**config.mk**
```make
export PLATFORM = sky130hd
export DESIGN_NAME = fetch_stage
export DESIGN_NICKNAME = d
export VERILOG_FILES = /design/src/verilog/fetch_debug_pkg.sv /design/src/verilog/fetch_stage.sv
export SDC_FILE = /design/constraint.sdc
export NUM_CORES = 1
export LEC_CHECK = 0
export BUFFER_PORTS_ARGS = -buffer_cell sky130_fd_sc_hd__buf_2
export CORE_ASPECT_RATIO = 0.75
export CORE_MARGIN = 5
export CORE_UTILIZATION = 39
export DETAILED_ROUTE_END_ITERATION = 8
export PLACE_DENSITY = 0.93
export RECOVER_POWER = 25
export SLEW_MARGIN = 15
export SYNTH_ARGS = -nofsm -noshare
export SYNTH_HDL_FRONTEND = slang
export SYNTH_SLANG_ARGS = --single-unit
```
**constraint.sdc**
```tcl
create_clock -name i_clock -period 1.6 [get_ports i_clock]
set_clock_uncertainty 0.05 [all_clocks]
set_input_delay 0.08 -clock i_clock [delete_from_list [all_inputs] [get_ports i_clock]]
set_output_delay 0.08 -clock i_clock [all_outputs]
set_load 0.05 [all_outputs]
```
**src/verilog/fetch_debug_pkg.sv**
```systemverilog
package fetch_debug_pkg;

    // ~~~~~~~~~~~~~~~~~~~~~~~~~~~~~~
    // Widths
    // ~~~~~~~~~~~~~~~~~~~~~~~~~~~~~~

    // Byte program counter, also used for the fetched-instruction counter
    localparam int PC_WIDTH   = 11;
    // Instruction word and debug readout word
    localparam int WORD_WIDTH = 32;

    // ~~~~~~~~~~~~~~~~~~~~~~~~~~~~~~
    // Opcodes
    // ~~~~~~~~~~~~~~~~~~~~~~~~~~~~~~

    // Host commands, sampled when the command strobe is high
    typedef enum logic [3:0] {
        cmd_nop          = 4'd0,
        cmd_run          = 4'd1,
        cmd_halt         = 4'd2,
        cmd_step         = 4'd3,
        cmd_snapshot     = 4'd4,
        cmd_clear        = 4'd5,
        cmd_read_pc      = 4'd6,
        cmd_read_next_pc = 4'd7,
        cmd_read_instr   = 4'd8,
        cmd_read_cycles  = 4'd9
    } debug_cmd_e;

    // Database opcodes, zero keeps the snapshot and the output as they are
    typedef enum logic [2:0] {
        db_hold         = 3'd0,
        db_capture      = 3'd1,
        db_read_pc      = 3'd2,
        db_read_cycles  = 3'd3,
        db_read_next_pc = 3'd4,
        db_read_instr   = 3'd5,
        db_clear        = 3'd6
    } db_op_e;

    // Live fetch state as seen by the debug database
    typedef struct packed {
        logic [PC_WIDTH-1:0]   pc;
        logic [PC_WIDTH-1:0]   next_pc;
        logic [WORD_WIDTH-1:0] instruction;
        logic [PC_WIDTH-1:0]   cycle_count;
    } fetch_state_t;

endpackage

```
**src/verilog/fetch_stage.sv**
```systemverilog
`timescale 1ns/1ps

module fetch_stage (
    input  logic                                  i_clock,
    input  logic                                  i_soft_reset,
    input  logic                                  i_fetch_enable,
    input  logic [fetch_debug_pkg::WORD_WIDTH-1:0] i_instruction,
    output logic [fetch_debug_pkg::PC_WIDTH-1:0]   o_pc,
    output fetch_debug_pkg::fetch_state_t         o_state
);

    import fetch_debug_pkg::*;

    logic [PC_WIDTH-1:0] pc;
    logic [PC_WIDTH-1:0] next_pc;
    logic [PC_WIDTH-1:0] cycle_count;

    // Without branches or jumps the successor is always the next word
    assign next_pc = pc + PC_WIDTH'(4);

    // ~~~~~~~~~~~~~~~~~~~~~~~~~~~~~~
    // PC and fetch counter
    // ~~~~~~~~~~~~~~~~~~~~~~~~~~~~~~

    // Both registers wrap naturally at 2**PC_WIDTH
    always_ff @(posedge i_clock) begin
        if (!i_soft_reset) begin
            pc          <= '0;
            cycle_count <= '0;
        end
        else if (i_fetch_enable) begin
            pc          <= next_pc;
            cycle_count <= cycle_count + 1'b1;
        end
    end

    assign o_pc = pc;

    // Live state bundle for the debug database
    always_comb begin
        o_state             = '0;
        o_state.pc          = pc;
        o_state.next_pc     = next_pc;
        o_state.instruction = i_instruction;
        o_state.cycle_count = cycle_count;
    end

    // ~~~~~~~~~~~~~~~~~~~~~~~~~~~~~~
    // Checks
    // ~~~~~~~~~~~~~~~~~~~~~~~~~~~~~~

    // The PC only ever moves in whole words from a word-aligned reset value
    a_pc_word_aligned: assert property (
        @(posedge i_clock) disable iff (!i_soft_reset)
        pc[1:0] == 2'b00
    ) else $error("fetch PC is not word aligned: %0h", pc);

endmodule

```
Word level (Yosys, flattened, before mapping) --
Index checks and enable logic that the tools add are counted.
Storage, ports and cells: register bits after elaboration 22, input port bits 35, word-level logic and storage cells 4
Operators by class: add/subtract/negate cells 2
Operator list (number):
- adder 11 x 1 -> 11 bit (second input constant) | 1
- adder 11 x 3 -> 11 bit (second input constant) | 1

Longest topological paths before layout --
depth after elaboration 1, mapped depth 5, gate-level depth less buffers 4

Worst setup path before layout --
OpenSTA, ideal clock, no wires.
kind register -> output, from register pc[3], in the netlist o_pc[3], to output port o_state[53] (netlist bit), data arrival time 2221 ps, required time 1470 ps, setup slack -751 ps, stages on the path, launching flop included 5, cells stage by stage dfxtp_1 -> ha_1 -> clkbuf_1 -> nand4_1 -> xnor2_1
RTL lines:
- start: declaration | RTL line fetch_stage.sv:14 | logic [PC_WIDTH-1:0] pc;
- start signal: assignment | RTL line fetch_stage.sv:32 | pc <= next_pc;
- end: declaration | RTL line fetch_stage.sv:9 | output fetch_debug_pkg::fetch_state_t o_state

==> impl_metrics.csv <==
group,metric,value,unit
run_status,status,"finished clean",
finish,stdcell_count,210,
setup_path,reg2reg_slack,0.11,ns
yosys,syn_inst,162,
floorplanning,fp.dieW,77.7,um
setup_path,critical_path_class,"flip-flop to primary output",
yosys,synthFlopType,"dfxtp_1",
setup_path,crit_start,"o_pc[6]$_SDFFE_PN0P_",
yosys,ys_async_sr_fraction,0,%
yosys,ys_types,24,
yosys,synth_seq_area_share,29.9,%
clocking,cts_sinks,20,
setup_path,r2r_cells,4,
drt,wire_per_inst,13.1,um
setup_path,reg2reg_to,"cycle_count[8]$_SDFFE_PN0P_",
drt,drt-total-wl,2740,um
clocking,cts_hold_buf,0,
clocking,path_clk_slew,0.08,ns
clocking,cts_buffer_depth,2,
yosys,synth_enable_flop_cells,0,
yosys,synthSimpleGateAreaFrac,19.4,%
yosys,synth.area.top_cells,"dfxtp_1 30%, buf_4 27%, xor2_1 5.2%",
yosys,synth_top_cell_by_area,"dfxtp_1",
finish,drive_above_1_share,48.2,%
timing,timing.hold.ws,0.0108,ns
clocking,clk_latency,0.26,ns
setup_path,worstPathRequired,1.47,ns
setup_path,arrival,1.46,ns
timing,setup_viol,0,
yosys,synth_compound_area_share,7.85,%
timing,rsz0062_at_grt,"true",
grt,first_global_vias,966,
grt,overflow,0,
floorplanning,ios,111,
timing,fin_ws,0.00588,ns
grt,grt_pass1_wl,4410,um
power_and_ir_drop,ir_drop,430,uV
yosys,synth_common_cells,"48 x buf_4, 20 x dfxtp_1, 11 x nand4_1, 11 x nor2_1, 9 x a21oi_1",
placed_design,place_inst,199,
grt,antenna_found_initial,0,
placed_design,preCtsSetupSlack,0.101,ns
power_and_ir_drop,leakagePower,0.702,nW
yosys,synth_top_family_by_area,"buffers and inverters",
floorplanning,start_util,40.7,%
timing,finalCriticalPeriod,1.59,ns
setup_path,start_kind,"flip-flop",
setup_path,endpoint,"o_state[52]",
grt,grt_max_degree,20,
setup_path,crit_fanout,4,
finish,nNetsFinal,208,
clocking,cts_tree,"done",
placed_design,io_buffers,40,
floorplanning,dieArea,4720,um2
yosys,synth_mux_area_share,1.50,%
clocking,ctsRootBufferMaster,"clkbuf_8",
drt,first_pass_iters,4,
drt,ant_nets,0,
yosys,ys_warn_count,0,
placed_design,routabilityCongestion,0.756,
drt,via_per_inst,4.96,
placed_design,dpl.hpwl,2030,um
drt,drt_iter0_markers,54,
clocking,numCtsBuffers,3,
yosys,avgSynthCellArea,8.26,um2
floorplanning,die_h,60.7,um
floorplanning,design.core.area,3290,um2
setup_path,regToRegStartpoint,"cycle_count[0]$_SDFFE_PN0P_",
finish,syn_to_final_growth,12.7,%
yosys,yosysMostFrequentCell,"buf_4",
yosys,synthAdderAreaFrac,1.87,%
finish,diodes,0,
worst_hold_path,hold_path_class,"input port to flip-flop",
power_and_ir_drop,power.density,710,nW/um2
drt,remaining_drc_errors,0,
grt,grt.total_usage,11.6,%
timing,maxSlewViolCount,0,
timing,fmax,627,MHz
yosys,synth_xor_area_share,9.81,%
setup_path,worstSetupEndpointType,"primary output",
flow_run,drv_cap,0,
timing,hold_viol,0,
yosys,syn_area,1340,um2
yosys,synth_seq_cells,20,
clocking,ctsHtreeMaxLevel,1,
timing,post-route-period-util,99.6,%
power_and_ir_drop,power,1.07,mW
drt,vias,1042,
yosys,synth_top_area_share,29.9,%
floorplanning,rows,18,
==> how the worst min path moves through the flow <==
stage,start,end,cells past startpoint
global placement,i_instruction[1],o_state[12],0
floorplan,i_soft_reset,o_pc[9]$_SDFFE_PN0P_,2
global route,i_soft_reset,o_pc[9]$_SDFFE_PN0P_,3
CTS,i_soft_reset,o_pc[9]$_SDFFE_PN0P_,3
finish,i_soft_reset,o_pc[9]$_SDFFE_PN0P_,3
detailed placement,i_instruction[1],o_state[12],0
==> cell families after synthesis <==
family                     Yosys count
adders and majority gates            2
muxes                                2
xor gates and xnor gates            15
buffers and inverters               56
and+or+nand+nor                     47
AOI/OAI and AO/OA                   19
DFF                                 20
other                                1
==> state kept, by name (all words and copies together), names as in the netlist <==
signal	flops
o_pc	9
cycle_count	11
==> worst max-delay path, stage by stage (launching register included) <==
cell	delay, ns
dfxtp_4	0.36
and4_4	0.23
nand4_1	0.21
xnor2_4	0.23
buf_6	0.17
==> cell usage in the layout, fill, tap and decap left out <==
cell type  instances
a21oi_1            9
and4_4             1
buf_2             35
buf_4             14
buf_6              3
clkbuf_1           1
clkbuf_4           1
clkbuf_8           3
conb_1             6
dfxtp_1            6
dfxtp_2            6
dfxtp_4            8
ha_2               2
inv_1              2
mux2i_1            2
nand2_1            7
nand3_1            5
nand3_2            1
nand4_1           11
nand4_2            1
nor2_1            11
o211ai_1           1
o21ai_0            6
o31ai_1            3
or3_1              6
or4_1              4
xnor2_1            2
xnor2_2            3
xnor2_4            2
xor2_1             6
xor2_2             2
==> report_power, final <==
group	leakage, nW	internal [mW]	switching, mW	total, mW
clock network	0.0228	0.177	0.160	0.337
logic	0.508	0.0494	0.172	0.221
registers	0.171	0.503	0.0104	0.513
total	0.702	0.729	0.343	1.07
==> layer usage <==
layer / part of all wire, % / GRT usage (%)
met3: 9.5 / 4.75
met2: 49 / 21.2
met4: 0 / 1.72
met1: 42 / 13.2
met5: 0 / 0
==> layout make-up <==
type	count	area, um2
multi-input combinational	91	647
tap	40	50.0
timing repair buffer	53	322
inverter	2	7.51
fill	310	1780
sequential	20	438
clock buffer	4	45.0
==> repair_timing <==
action / CTS / global route
setup buffers: 6 / 1
pin swaps: 4 / 1
hold endpoints to repair: 0 / 0
endpoints found under the setup margin: 4 / 4
resized for setup: 11 / 2
==> through the flow <==
step / area, um2 / TNS [ns] / utilization, %
floorplan: 1470 / 0 / -
global placement: 1380 / 0 / 41.8
detailed placement: 1380 / 0 / 41.8
CTS: 1500 / 0 / 45.5
global route: 1510 / -0.0560 / 45.9
finish: 1510 / 0 / 45.9
Power figures use the tool's default switching activity.
