<file path="config.mk">
export PLATFORM = sky130hd
export DESIGN_NAME = debug_controller
export DESIGN_NICKNAME = d
export VERILOG_FILES = /design/src/verilog/fetch_debug_pkg.sv /design/src/verilog/debug_controller.sv
export SDC_FILE = /design/constraint.sdc
export NUM_CORES = 1
export LEC_CHECK = 0
export BUFFER_PORTS_ARGS = -buffer_cell sky130_fd_sc_hd__buf_2
export CAP_MARGIN = 30
export CORE_AREA = 2 2 39 41
export CTS_CLUSTER_DIAMETER = 150
export DETAILED_ROUTE_END_ITERATION = 10
export DIE_AREA = 0 0 41 43
export GPL_ROUTABILITY_DRIVEN = 0
export GPL_TIMING_DRIVEN = 0
export PLACE_DENSITY = 0.37
export SETUP_SLACK_MARGIN = 0.3
export SKIP_LAST_GASP = 1
export SYNTH_ARGS = -nofsm -noshare
export SYNTH_HDL_FRONTEND = slang
export SYNTH_SLANG_ARGS = --single-unit
</file>
<file path="constraint.sdc">
create_clock -name i_clock -period 0.87 [get_ports i_clock]
set_input_delay 0.0435 -clock i_clock [delete_from_list [all_inputs] [get_ports i_clock]]
set_output_delay 0.0435 -clock i_clock [all_outputs]
set_load 0.02 [all_outputs]
</file>
<file path="src/verilog/fetch_debug_pkg.sv">
package fetch_debug_pkg;

    // ~~~~~~~~~~~~~~~~~~~~~~~~~~~~~~
    // Widths
    // ~~~~~~~~~~~~~~~~~~~~~~~~~~~~~~

    // Byte program counter, also used for the fetched-instruction counter
    localparam int PC_WIDTH   = 11;
    // Instruction word and debug readout word
    localparam int WORD_WIDTH = 32;

    // ~~~~~~~~~~~~~~~~~~~~~~~~~~~~~~
    // Opcodes
    // ~~~~~~~~~~~~~~~~~~~~~~~~~~~~~~

    // Host commands, sampled when the command strobe is high
    typedef enum logic [3:0] {
        cmd_nop          = 4'd0,
        cmd_run          = 4'd1,
        cmd_halt         = 4'd2,
        cmd_step         = 4'd3,
        cmd_snapshot     = 4'd4,
        cmd_clear        = 4'd5,
        cmd_read_pc      = 4'd6,
        cmd_read_next_pc = 4'd7,
        cmd_read_instr   = 4'd8,
        cmd_read_cycles  = 4'd9
    } debug_cmd_e;

    // Database opcodes, zero keeps the snapshot and the output as they are
    typedef enum logic [2:0] {
        db_hold         = 3'd0,
        db_capture      = 3'd1,
        db_read_pc      = 3'd2,
        db_read_cycles  = 3'd3,
        db_read_next_pc = 3'd4,
        db_read_instr   = 3'd5,
        db_clear        = 3'd6
    } db_op_e;

    // Live fetch state as seen by the debug database
    typedef struct packed {
        logic [PC_WIDTH-1:0]   pc;
        logic [PC_WIDTH-1:0]   next_pc;
        logic [WORD_WIDTH-1:0] instruction;
        logic [PC_WIDTH-1:0]   cycle_count;
    } fetch_state_t;

endpackage

</file>
<file path="src/verilog/debug_controller.sv">
`timescale 1ns/1ps

module debug_controller (
    input  logic                        i_clock,
    input  logic                        i_soft_reset,
    input  logic                        i_command_valid,
    input  fetch_debug_pkg::debug_cmd_e i_command,
    input  logic                        i_load_enable,
    output logic                        o_fetch_enable,
    output fetch_debug_pkg::db_op_e     o_db_op
);

    import fetch_debug_pkg::*;

    // Free-running fetch level, set by run and cleared by halt
    logic running;
    // One-shot request for a single fetch while halted
    logic step_pending;

    // ~~~~~~~~~~~~~~~~~~~~~~~~~~~~~~
    // Run control
    // ~~~~~~~~~~~~~~~~~~~~~~~~~~~~~~

    always_ff @(posedge i_clock) begin
        if (!i_soft_reset) begin
            running      <= 1'b0;
            step_pending <= 1'b0;
        end
        else begin
            // The step flag lives for exactly one cycle unless re-armed
            step_pending <= 1'b0;
            if (i_command_valid) begin
                case (i_command)
                    cmd_run:  running <= 1'b1;
                    cmd_halt: running <= 1'b0;
                    // Ignored while running, the stage is already fetching
                    cmd_step: step_pending <= !running;
                    default:  running <= running;
                endcase
            end
        end
    end

    assign o_fetch_enable = running | step_pending;

    // ~~~~~~~~~~~~~~~~~~~~~~~~~~~~~~
    // Database opcode
    // ~~~~~~~~~~~~~~~~~~~~~~~~~~~~~~

    // Registered at the command edge and back to hold on the following one
    always_ff @(posedge i_clock) begin
        if (!i_soft_reset) begin
            o_db_op <= db_hold;
        end
        else if (i_command_valid) begin
            case (i_command)
                cmd_snapshot:     o_db_op <= db_capture;
                cmd_clear:        o_db_op <= db_clear;
                cmd_read_pc:      o_db_op <= db_read_pc;
                cmd_read_next_pc: o_db_op <= db_read_next_pc;
                cmd_read_instr:   o_db_op <= db_read_instr;
                cmd_read_cycles:  o_db_op <= db_read_cycles;
                default:          o_db_op <= db_hold;
            endcase
        end
        else begin
            o_db_op <= db_hold;
        end
    end

    // ~~~~~~~~~~~~~~~~~~~~~~~~~~~~~~
    // Checks
    // ~~~~~~~~~~~~~~~~~~~~~~~~~~~~~~

    // The memory may only be reprogrammed while the fetch stage is halted
    a_no_load_while_running: assert property (
        @(posedge i_clock) disable iff (!i_soft_reset)
        i_load_enable |-> !running
    ) else $error("instruction memory loaded while the stage is running");

    // A pending step never overlaps free running, so no fetch is counted twice
    a_step_only_when_halted: assert property (
        @(posedge i_clock) disable iff (!i_soft_reset)
        !(step_pending && running)
    ) else $error("step flag set while the stage is running");

endmodule

</file>
# == After elaboration in Yosys (flattened, before gate mapping) ==
# Index checks and enable logic that the tools add are counted.
# word_totals
word_cells,20
input_bits,8
output_inout_bits,4
register_bits,5
# op_classes
muxes,2
bitwise,1
n_reduce_logical,5
n_eq_ne,9
# ops
operator,count
$pmux W3 S6,1
$eq A4 B3 Y1 const B,4
$eq A4 B2 Y1 const B,2
$eq A4 B4 Y1 const B,2
$eq A4 B1 Y1 const B,1
$reduce_and A2 Y1,2
$reduce_and A3 Y1,1
$pmux W1 S2,1
$reduce_bool A2 Y1,1
$logic_not A1 Y1,1
$or A1 B1 Y1,1

# == Longest topological paths before layout ==
# depth
word_depth,3
mapped_depth,3

# == Least setup slack after synthesis ==
# Ideal clock, no wire load.
# synth_timing
path_kind,reg-to-output
start,register running
end,output o_fetch_enable
stages_incl_launch_ff,2
path_slack_ns,0.175
t_arrival_ns,0.651
path_cell_list,dfxtp_1 > or2_2
# synth_via
elab_chain_len,1
# synth_lines
item,line_no,text
"start, declared",debug_controller.sv:16,logic running;
"start signal, assigned",debug_controller.sv:38,default: running <= running;
$or A1 B1 Y1,debug_controller.sv:44,assign o_fetch_enable = running | step_pending;
"end, declared",debug_controller.sv:9,"output logic o_fetch_enable,"
# Every way passes these cells.

# == Worst setup path in the final report ==
# Same ends and word-level chain as after synthesis.

==> summary.txt <==
Detailed routing
  • Via count: 230
  • DRT iter0 DRCs: 1
  • DRC: 0
  • Antenna viol nets, final: 0
  • DR WL/cell: 8.74 microns
  • DR vias/cell: 3.97
  • WL final: 507 microns
  • First-pass DRT Iterations: 2

GRT
  • Total gr overflow: 0
  • Vias in the first global route: 182
  • Largest net degree at the start of global routing: 7
  • First-pass GRT wire length: 662 microns
  • Antenna violations before repair: 0
  • Tot GR Track Use: 6.32%

Yosys
  • Register area share after synthesis: 44.4%
  • Mapped Cells: 25
  • Synthesized flop and latch total: 5
  • Ys Warns: 0
  • Yosys cell types: 15
  • Synth top area share: 44.4%
  • Syn Nets: 33
  • Cell taking the most area after synthesis: dfxtp_1
  • Avg Cell Area, Syn: 9.01 sq um
  • Area contributors post-synth: dfxtp_1 (44%), nand2_1 (6.7%), nand3b_1 (6.7%)
  • Area of the mapped netlist: 225 sq um

Place
  • PortBufs: 10
  • Dpl cells: 51
  • Cell Area, Placed: 307 sq um
  • Post-detail-place hpwl: 387 microns

Worst setup path
  • Worst Path Max Fanout: 2
  • CP Launch Type: flop
  • Worst Path Arrival: 0.89 ns
  • Worst setup EP type: output port
  • Crit path kind: reg -> out
  • Worst Path Required: 0.83 ns

CTS
  • H-tree Lvls: 1
  • CTS Root Cell: clkbuf_4
  • Worst-Skew Late Latency: 0.24 ns
  • Cts bufs inserted: 3
  • # clock sinks: 5
  • Reg clk slew, reported paths: 0.04 ns
  • Post-CTS Hold Fix Bufs: 0
  • CTS tree: built
  • Clk buf depth: 2

Finish
  • P&R area growth vs syn: 84.4%
  • Final core occ: 30.0%
  • Design Area, Final: 415 sq um
  • Final nets: 51
  • Final cell count without fillers: 58
  • Diode count: 0
  • Layout cells sized above 1: 64.3%

Floorplanning
  • Core area: 0.00138 sq mm
  • Initial Util: 16.3%
  • Die width: 41 microns
  • Full die area: 0.00176 sq mm
  • Site Rows: 14
  • Top Ports: 12
  • Die span in y: 43 microns

Run status
  • Outcome: finished with violations
  • Failing checks: setup timing

STA
  • Tmin final: 0.936 ns
  • Fin Hold WS: 0.0258 ns
  • Max Slew Vio Count: 0
  • Tcrit/Tclk final: 108%
  • Worst slew pin tran: 0.499 ns
  • Final worst clock skew: 0.0000263 ns
  • Fmax: 1070 MHz
  • Final Hold Violating Endpoints: 0
  • Final setup violation count: 2
  • Rel. slew slack: 66.3%
  • Setup WS post-layout: -0.0664 ns
  • RSZ-0062 raised after global routing: true

Power and ir drop
  • Power density cells: 1460 mW/mm^2
  • Static leakage: 0.171 nW
  • Max rail drop VDD: 0.000308 V

Min path
  • Hold crit path type: in -> reg

Flow run
  • Max-cap viol count: 0
==> cells in the mapped netlist <==
library cell	count
xor2_1	1
nand2_1	4
nand2b_1	1
dfxtp_1	5
and4bb_2	1
nor2b_1	1
nor4b_1	1
or3_1	1
a21oi_1	2
nor3b_1	2
nor2_1	1
or2_2	1
nand3b_1	2
nor3_1	1
o22ai_1	1
==> cell families (layout without fill, tap and decap cells) <==
group	Yosys count	count (layout)	synth area share, %
AND/OR/NAND/NOR	16	16	44.4
flip-flops	5	5	44.4
AO/OA/AOI/OAI	3	3	7.22
XOR/XNOR	1	1	3.89
buffers and inverters	0	17	0
==> repair_timing <==
action | in CTS | in global routing
cloned | 0 | 0
setup endpoints to repair | 6 | 9
pin swaps | 2 | 1
setup buffers | 3 | 0
resized for setup | 15 | 4
==> placed cells by master, fill, tap and decap left out <==
| master | n |
|---|---|
| buf_2 | 5 |
| nand3b_1 | 2 |
| nor2_4 | 1 |
| buf_6 | 6 |
| xor2_1 | 1 |
| and4bb_2 | 1 |
| nor3b_2 | 2 |
| clkbuf_4 | 3 |
| nand2b_4 | 1 |
| buf_4 | 2 |
| or2_4 | 1 |
| nor3_1 | 1 |
| nor2b_1 | 1 |
| a21oi_1 | 1 |
| a21oi_2 | 1 |
| or3_1 | 1 |
| dfxtp_1 | 1 |
| dfxtp_2 | 4 |
| clkbuf_1 | 1 |
| nand2_1 | 4 |
| nor4b_1 | 1 |
| o22ai_1 | 1 |
==> state kept, by name, summed over array words and instances, names as in the netlist <==
signal and cells:
running 1, o_db_op 3, step_pending 1
==> stage by stage <==
step	power, mW	setup slack [ns]	TNS (ns)
floorplan	0.283	0.246	0
global placement	0.318	0.0524	0
detailed placement	0.319	0.0516	0
CTS	0.617	-0.0843	-0.115
global route	0.631	-0.0845	-0.123
finish	0.604	-0.0664	-0.0855
==> final timing paths <==
check               startpoint             end  slack, ns  cells after the start
setup / recovery       running  o_fetch_enable      -0.07                      2
hold / removal    i_command[1]      o_db_op[0]       0.03                      2
setup reg to reg       running         running      -0.02                      5
hold reg to reg        running    step_pending       0.68                      4
==> critical path, cell delays in order, from the launching register on <==
cell and delay [ns]:
dfxtp_2 0.31, or2_4 0.22, buf_6 0.13
==> final cells by class <==
cell class / count / area (sq um)
Timing Repair Buffer: 13 / 108
Sequential cell: 5 / 105
Multi-Input combinational cell: 20 / 156
Fill cell: 153 / 968
Tap cell: 16 / 20.0
Clock buffer: 4 / 26.3
==> report_power, final <==
group | switching [mW] | internal (mW) | total [mW]
clock network | 0.0874 | 0.173 | 0.260
logic | 0.0477 | 0.0567 | 0.104
registers | 0.00252 | 0.237 | 0.240
==> per-layer routing <==
layer / wire [microns] / global-route usage (%) / share of wire, %
met3: 45 / 1.57 / 8.9
met1: 203 / 6.41 / 40
met2: 258 / 7.81 / 51
met4: 0 / 10.0 / 0
met5: 0 / 0 / 0
No activity file was read; power rests on OpenSTA's default activity.
