`src/verilog/fetch_debug_pkg.sv`:
```
package fetch_debug_pkg;

    // ~~~~~~~~~~~~~~~~~~~~~~~~~~~~~~
    // Widths
    // ~~~~~~~~~~~~~~~~~~~~~~~~~~~~~~

    // Byte program counter, also used for the fetched-instruction counter
    localparam int PC_WIDTH   = 11;
    // Instruction word and debug readout word
    localparam int WORD_WIDTH = 32;

    // ~~~~~~~~~~~~~~~~~~~~~~~~~~~~~~
    // Opcodes
    // ~~~~~~~~~~~~~~~~~~~~~~~~~~~~~~

    // Host commands, sampled when the command strobe is high
    typedef enum logic [3:0] {
        cmd_nop          = 4'd0,
        cmd_run          = 4'd1,
        cmd_halt         = 4'd2,
        cmd_step         = 4'd3,
        cmd_snapshot     = 4'd4,
        cmd_clear        = 4'd5,
        cmd_read_pc      = 4'd6,
        cmd_read_next_pc = 4'd7,
        cmd_read_instr   = 4'd8,
        cmd_read_cycles  = 4'd9
    } debug_cmd_e;

    // Database opcodes, zero keeps the snapshot and the output as they are
    typedef enum logic [2:0] {
        db_hold         = 3'd0,
        db_capture      = 3'd1,
        db_read_pc      = 3'd2,
        db_read_cycles  = 3'd3,
        db_read_next_pc = 3'd4,
        db_read_instr   = 3'd5,
        db_clear        = 3'd6
    } db_op_e;

    // Live fetch state as seen by the debug database
    typedef struct packed {
        logic [PC_WIDTH-1:0]   pc;
        logic [PC_WIDTH-1:0]   next_pc;
        logic [WORD_WIDTH-1:0] instruction;
        logic [PC_WIDTH-1:0]   cycle_count;
    } fetch_state_t;

endpackage

```
`src/verilog/fetch_database.sv`:
```
`timescale 1ns/1ps

module fetch_database (
    input  logic                                  i_clock,
    input  logic                                  i_soft_reset,
    input  fetch_debug_pkg::db_op_e               i_db_op,
    input  fetch_debug_pkg::fetch_state_t         i_state,
    output logic [fetch_debug_pkg::WORD_WIDTH-1:0] o_data,
    output logic                                  o_data_valid
);

    import fetch_debug_pkg::*;

    // Empty snapshot, the successor of PC zero is the next word
    localparam fetch_state_t CLEAR_STATE = '{
        pc:          '0,
        next_pc:     PC_WIDTH'(4),
        instruction: '0,
        cycle_count: '0
    };

    fetch_state_t snapshot;

    // ~~~~~~~~~~~~~~~~~~~~~~~~~~~~~~
    // Snapshot and readout
    // ~~~~~~~~~~~~~~~~~~~~~~~~~~~~~~

    always_ff @(posedge i_clock) begin
        if (!i_soft_reset) begin
            snapshot     <= CLEAR_STATE;
            o_data       <= '0;
            o_data_valid <= 1'b0;
        end
        else begin
            // Valid is a pulse, only a read cycle raises it
            o_data_valid <= 1'b0;
            case (i_db_op)
                db_capture: begin
                    // The last read result stays on the output
                    snapshot <= i_state;
                end
                db_read_pc: begin
                    o_data       <= WORD_WIDTH'(snapshot.pc);
                    o_data_valid <= 1'b1;
                end
                db_read_next_pc: begin
                    o_data       <= WORD_WIDTH'(snapshot.next_pc);
                    o_data_valid <= 1'b1;
                end
                db_read_instr: begin
                    o_data       <= snapshot.instruction;
                    o_data_valid <= 1'b1;
                end
                db_read_cycles: begin
                    o_data       <= WORD_WIDTH'(snapshot.cycle_count);
                    o_data_valid <= 1'b1;
                end
                db_clear: begin
                    snapshot <= CLEAR_STATE;
                    o_data   <= '0;
                end
                // Hold, and the unused opcode, keep everything
                default: begin
                    snapshot <= snapshot;
                    o_data   <= o_data;
                end
            endcase
        end
    end

endmodule

```
`config.mk`:
```
export PLATFORM = sky130hd
export DESIGN_NAME = fetch_database
export DESIGN_NICKNAME = d
export VERILOG_FILES = /design/src/verilog/fetch_debug_pkg.sv /design/src/verilog/fetch_database.sv
export SDC_FILE = /design/constraint.sdc
export NUM_CORES = 1
export LEC_CHECK = 0
export ABC_AREA = 1
export ABC_CLOCK_PERIOD_IN_PS = 1400
export BUFFER_PORTS_ARGS = -buffer_cell sky130_fd_sc_hd__buf_4
export CAP_MARGIN = 20
export CORE_MARGIN = 4
export CORE_UTILIZATION = 45
export CTS_CLUSTER_DIAMETER = 150
export DETAILED_ROUTE_END_ITERATION = 16
export HOLD_SLACK_MARGIN = 0.12
export PLACE_DENSITY = 0.7
export SLEW_MARGIN = 30
export SYNTH_ARGS = -nofsm -noshare
export SYNTH_HDL_FRONTEND = slang
export SYNTH_SLANG_ARGS = --single-unit
```
`constraint.sdc`:
```
create_clock -name i_clock -period 1.4 [get_ports i_clock]
set_clock_uncertainty 0.2 [all_clocks]
set_input_delay 0 -clock i_clock [delete_from_list [all_inputs] [get_ports i_clock]]
set_output_delay 0 -clock i_clock [all_outputs]
set_load 0.01 [all_outputs]
```
# [Word-level counts from Yosys, hierarchy flattened]
# Index checks and enable logic that the tools add are counted.
[word_totals] ff_bits=98 latch_bits=0 ramBits=0 romBits=0 out_inout_bits=33 wordCells=18 mem_count=0
[classes] n_addsub=0 n_mul=0 n_div=0 n_lt_le_gt_ge=0 eq_ne=6 shift=0 mux=3 bitwise=0 reduce_logical=3
[op_table] cell="$pmux W32 S5" count=1
[op_table] cell="$pmux W65 S2" count=1
[op_table] cell="$eq A3 B3 Y1 const B" count=3
[op_table] cell="$eq A3 B2 Y1 const B" count=2
[op_table] cell="$reduce_bool A5 Y1" count=1
[op_table] cell="$reduce_or A4 Y1" count=1
[op_table] cell="$eq A3 B1 Y1 const B" count=1
[op_table] cell="$reduce_bool A2 Y1" count=1
[op_table] cell="$mux W1" count=1

# [Longest topological paths before layout]
[depth] word_depth=3 ltp_mapped=8 mapped_depth_nobuf=6

# [Least setup slack after synthesis]
# OpenSTA, ideal clock, no wires.
[synth_path] path_kind="input -> register" start="in i_db_op[0]" end="reg o_data[23] in the netlist's numbering" setup_time_ns=0.070 arrival_ns=0.797 setup_slack_ns=0.332 cell_stages=8 n_path_buf=2 path_cell_list="buf_4 inv_2 nand2_1 nand2_1 nor2_2 buf_2 nand3_1 a21oi_1"
[synth_via] elab_chain_cells=2 elab_cells_between_ends=7 classes_between="eq/ne: 5; mux: 1; reduce/logical: 1"
[synth_lines] item="from (decl)" line="fetch_database.sv:6" text="input fetch_debug_pkg::db_op_e i_db_op,"
[synth_lines] item="$eq A3 B3 Y1 / $eq A3 B2 Y1 (equally long branches)" line="fetch_database.sv:37" text="case (i_db_op)"
[synth_lines] item="$pmux W32 S5 / $reduce_bool A5 Y1 (equally long branches)"
[synth_lines] item="to (signal assigned)" line="fetch_database.sv:43" text="o_data <= WORD_WIDTH'(snapshot.pc);"
[synth_lines] item="to (signal assigned)" line="fetch_database.sv:47" text="o_data <= WORD_WIDTH'(snapshot.next_pc);"
[synth_lines] item="to (signal assigned)" line="fetch_database.sv:51" text="o_data <= snapshot.instruction;"
[synth_lines] item="to (decl)" line="fetch_database.sv:8" text="output logic [fetch_debug_pkg::WORD_WIDTH-1:0] o_data,"
# Parallel ways exist; a longest one is shown, timed or not.
# A chain may end at the register's enable or synchronous reset.

# [Worst setup path in the final report]
[layout_path] start="in i_db_op[1]" end="reg o_data[5] in the netlist's numbering"
# Same word-level chain as after synthesis.

==> flow_summary.rst <==
.. list-table::
   :header-rows: 1

   * - Metric
     - Value
   * - Yosys top cell area share
     - 49.39%
   * - Highest clock rate
     - 728.7 MHz
   * - Number of distinct library cell variants in the gate-level netlist after synthesis
     - 17
   * - Outcome
     - completed
   * - Antenna fix cells
     - 0
   * - DPL Wire Length
     - 7.466 mm
   * - Total number of vias
     - 4285
   * - RR Startpoint
     - snapshot[45]
   * - Design Power
     - 5.753 mW
   * - Category of cells accounting for the largest share of critical-path delay
     - buffers and inverters
   * - Worst-case reg-to-reg path depth
     - 3
   * - Initial detailed-routing violation count
     - 269
   * - Synthesized area per cell
     - 7.357 µm²
   * - Clock-pin slew on the worst setup and hold paths
     - 0.10 ns
   * - Endpoint of the worst-slack reg-to-reg timing path
     - snapshot[45]
   * - Syn. warnings
     - 0
   * - Number of post-CTS setup repair buffers
     - 0
   * - Count of mapped cells out of synthesis
     - 540
   * - Worst hold margin
     - 0.04808 ns
   * - Sequential-to-total area share from yosys stat
     - 49.39%
   * - Initial cell density of the core
     - 46.00%
   * - Number of buffers created by CTS
     - 9
   * - Number of endpoints with negative hold slack in the final report
     - 0
   * - Worst max-slew margin expressed relative to the limit
     - 56.64%
   * - Worst Path Required
     - 1.46 ns
   * - Synth Register Bits
     - 98
   * - Post-DR wirelength/cell
     - 14.88 µm
   * - Relative contribution of sequential cells to total power
     - 50.8%
   * - Fin nets
     - 794
   * - Initial antenna violation count
     - 0
   * - Largest voltage drop on the vdd net
     - 0.0006898 V
   * - Clock latency at the later pin of the worst-skew pair
     - 0.37 ns
   * - Crit-path max cell delay
     - 0.56 ns
   * - Type of the worst setup path
     - input pin to flop
   * - Layout cells sized above 1
     - 20.85%
   * - Buf/Inv on CP
     - 4
   * - Number of remaining DRC errors
     - 0
   * - Chip Height
     - 102.0 µm
   * - Kind of start point of the critical path
     - input pin
   * - Switching power summed over all nets
     - 1.533 mW
   * - 1st-pass router iterations
     - 5
   * - Fraction of power spent switching nets
     - 26.65%
   * - Area delta synth->final
     - 51.69%
   * - Rows
     - 34
   * - Pin count of the biggest net entering global routing
     - 65
   * - Core Box Area
     - 8636 µm²
   * - Top-Level Pins
     - 103
   * - Shortest period the worst path allows
     - 1.372 ns
   * - Post-route antenna net violation count
     - 0
   * - Leak Pwr
     - 2.432 nW
   * - Max_cap viols
     - 0
   * - Combinational share of power
     - 15.9%
   * - # fillers
     - 681
   * - Maximum fanout encountered on the critical timing path
     - 11
   * - Pwr dens
     - 954.7 nW/µm²
   * - Top library cells by usage in the layout, fill and taps aside
     - 180 x sky130_fd_sc_hd__nand2_1, 114 x sky130_fd_sc_hd__buf_4, 98 x sky130_fd_sc_hd__dfxtp_1, 96 x sky130_fd_sc_hd__a21oi_1, 87 x sky130_fd_sc_hd__dlygate4sd3_1
   * - Worst hold path type
     - input pin to flop
   * - Biggest area contributors in the synthesized netlist
     - sky130_fd_sc_hd__dfxtp_1 49%, sky130_fd_sc_hd__nand2_1 17%, sky130_fd_sc_hd__a21oi_1 12%
   * - Most common cell after layout, fill and taps aside
     - sky130_fd_sc_hd__nand2_1
   * - Via density
     - 5.119
   * - Clock share of power
     - 33.4%
   * - Slew @ Worst Pin
     - 0.6504 ns
   * - Maximum level of the CTS H-tree
     - 3
   * - Pre-CTS WS
     - -0.005783 ns
   * - Worst-path cell chain
     - buf_4 -> buf_4 -> nor2_1 -> dlygate4sd3_1 -> buf_6 -> nand3_1 -> nand2_1 -> nor2_1 -> a21oi_1
   * - Final Worst Setup Slack
     - 0.02764 ns
   * - Endpoint kind of the worst setup timing path
     - flop
   * - Total congestion overflow after global routing
     - 0
   * - WP depth
     - 9
   * - Clk sink count
     - 98
   * - Library cell used as clock root buffer
     - sky130_fd_sc_hd__clkbuf_8
   * - Net count after synthesis
     - 610
   * - Final RePlAce weighted congestion
     - 0.8201
   * - Worst setup startpoint
     - i_db_op[1]
   * - GRT Resource Usage Total
     - 23.66%
   * - WL final
     - 12.46 mm
   * - Final number of max-transition violations
     - 0
   * - Floorplan die area
     - 10390 µm²
   * - Post-synth top area cell
     - sky130_fd_sc_hd__dfxtp_1
   * - Clock tree from TritonCTS
     - yes
   * - First-pass GRT wire length
     - 19.49 mm
   * - Crit path max-delay cell type
     - sky130_fd_sc_hd__dlygate4sd3_1
   * - Via count of the first global-routing pass
     - 4172
   * - Cell internal pwr
     - 4.219 mW
   * - Total negative setup slack
     - 0 ns
   * - Cell area after synthesis
     - 3973 µm²
   * - Maximum buffer depth of the clock tree
     - 2
   * - Slack of the worst reg-to-reg path
     - 0.04 ns
   * - PortBufs
     - 102
   * - Chip width
     - 102.0 µm
   * - Unrepaired setup endpoints after global routing
     - no
   * - Critical path destination
     - o_data[5]
   * - Part of the cycle the worst path needs
     - 98.03%
   * - Arrival time at the worst endpoint
     - 1.44 ns
   * - Final count of negative-setup-slack endpoints
     - 0
-- routing by layer --
layer / share of wire, % / vias to the layer above / global-route usage [%]
met5: 0 / - / 0
met4: 2.5 / 0 / 8.274
met3: 7.4 / 23 / 5.392
met2: 48 / 171 / 39.74
met1: 42 / 1966 / 30.03
li1: - / 2125 / -
-- area by class of cell --
| type | count | area [µm²] | area share [%] |
|---|---|---|---|
| Clock buffer | 9 | 123.9 | 2.056 |
| Clock inverter | 7 | 83.83 | 1.391 |
| Inverter | 29 | 116.4 | 1.931 |
| Multi-Input combinational cell | 373 | 1662 | 27.57 |
| Sequential cell | 98 | 1962 | 32.56 |
| Tap cell | 108 | 135.1 | 2.243 |
| Timing Repair Buffer | 213 | 1943 | 32.25 |
-- sequential cells by signal, summed over array words and instances (netlist names) --
register / cells
o_data: 32
o_data_valid: 1
snapshot: 65
-- power groups by stage --
stage	Sequential [mW]	Combinational [mW]	Clock, mW
6_report	2.92	0.914	1.92
5_1_grt	2.93	0.992	2.06
4_1_cts	2.92	0.852	1.95
3_5_place_dp	2.98	0.654	0
3_3_place_gp	2.98	0.645	0
2_1_floorplan	2.98	0.347	0
-- cell usage after synthesis --
library cell                 n
sky130_fd_sc_hd__inv_4       1
sky130_fd_sc_hd__nand3_2     2
sky130_fd_sc_hd__buf_2      11
sky130_fd_sc_hd__nand2_1   180
sky130_fd_sc_hd__dfxtp_1    98
sky130_fd_sc_hd__nor2_1     24
sky130_fd_sc_hd__inv_2       6
sky130_fd_sc_hd__buf_6       6
sky130_fd_sc_hd__nand4_1    24
sky130_fd_sc_hd__nor2_2      1
sky130_fd_sc_hd__buf_4      10
sky130_fd_sc_hd__a21oi_1    97
sky130_fd_sc_hd__o21ai_0     2
sky130_fd_sc_hd__o21ai_1     9
sky130_fd_sc_hd__nand3_1    34
sky130_fd_sc_hd__inv_1      22
sky130_fd_sc_hd__clkbuf_1   13
-- worst min path at each step --
stage	from	cells after the start	end
floorplan	i_state[45]	2	snapshot[45]
global placement	i_state[45]	3	snapshot[45]
detailed placement	i_state[45]	3	snapshot[45]
CTS	i_db_op[1]	6	o_data[1]
global route	i_db_op[1]	6	o_data[15]
finish	i_db_op[1]	6	o_data[25]
-- logic make-up (layout without fill, tap and decap cells) --
logic type / after synthesis / count (layout) / synth area share [%]
compound gates: 108 / 108 / 13.61
buf+inv: 69 / 258 / 9.008
flops: 98 / 98 / 49.39
simple gates: 265 / 265 / 28.00
-- timing repair --
action,in CTS,in global routing
resized for setup,0,9
hold buffers,89,1
setup endpoints to repair,0,30
endpoints found under the hold margin,98,24
-- worst reg2reg max path: cells and delay by family (launching register included) --
kind	cells	cell delay (ns)
buffers and inverters	1	0.57
DFF	1	0.34
and+or+nand+nor	2	0.14
-- stage by stage --
step | instance area (µm²) | instances | utilization, %
6_report | 6026 | 837 | 69.78
5_1_grt | 6026 | 837 | 69.78
4_1_cts | 5951 | 835 | 68.91
3_5_place_dp | 4852 | 730 | 56.19
3_3_place_gp | 4852 | 730 | 56.19
2_1_floorplan | 3973 | 540 | -
No activity file was read; power rests on OpenSTA's default activity.
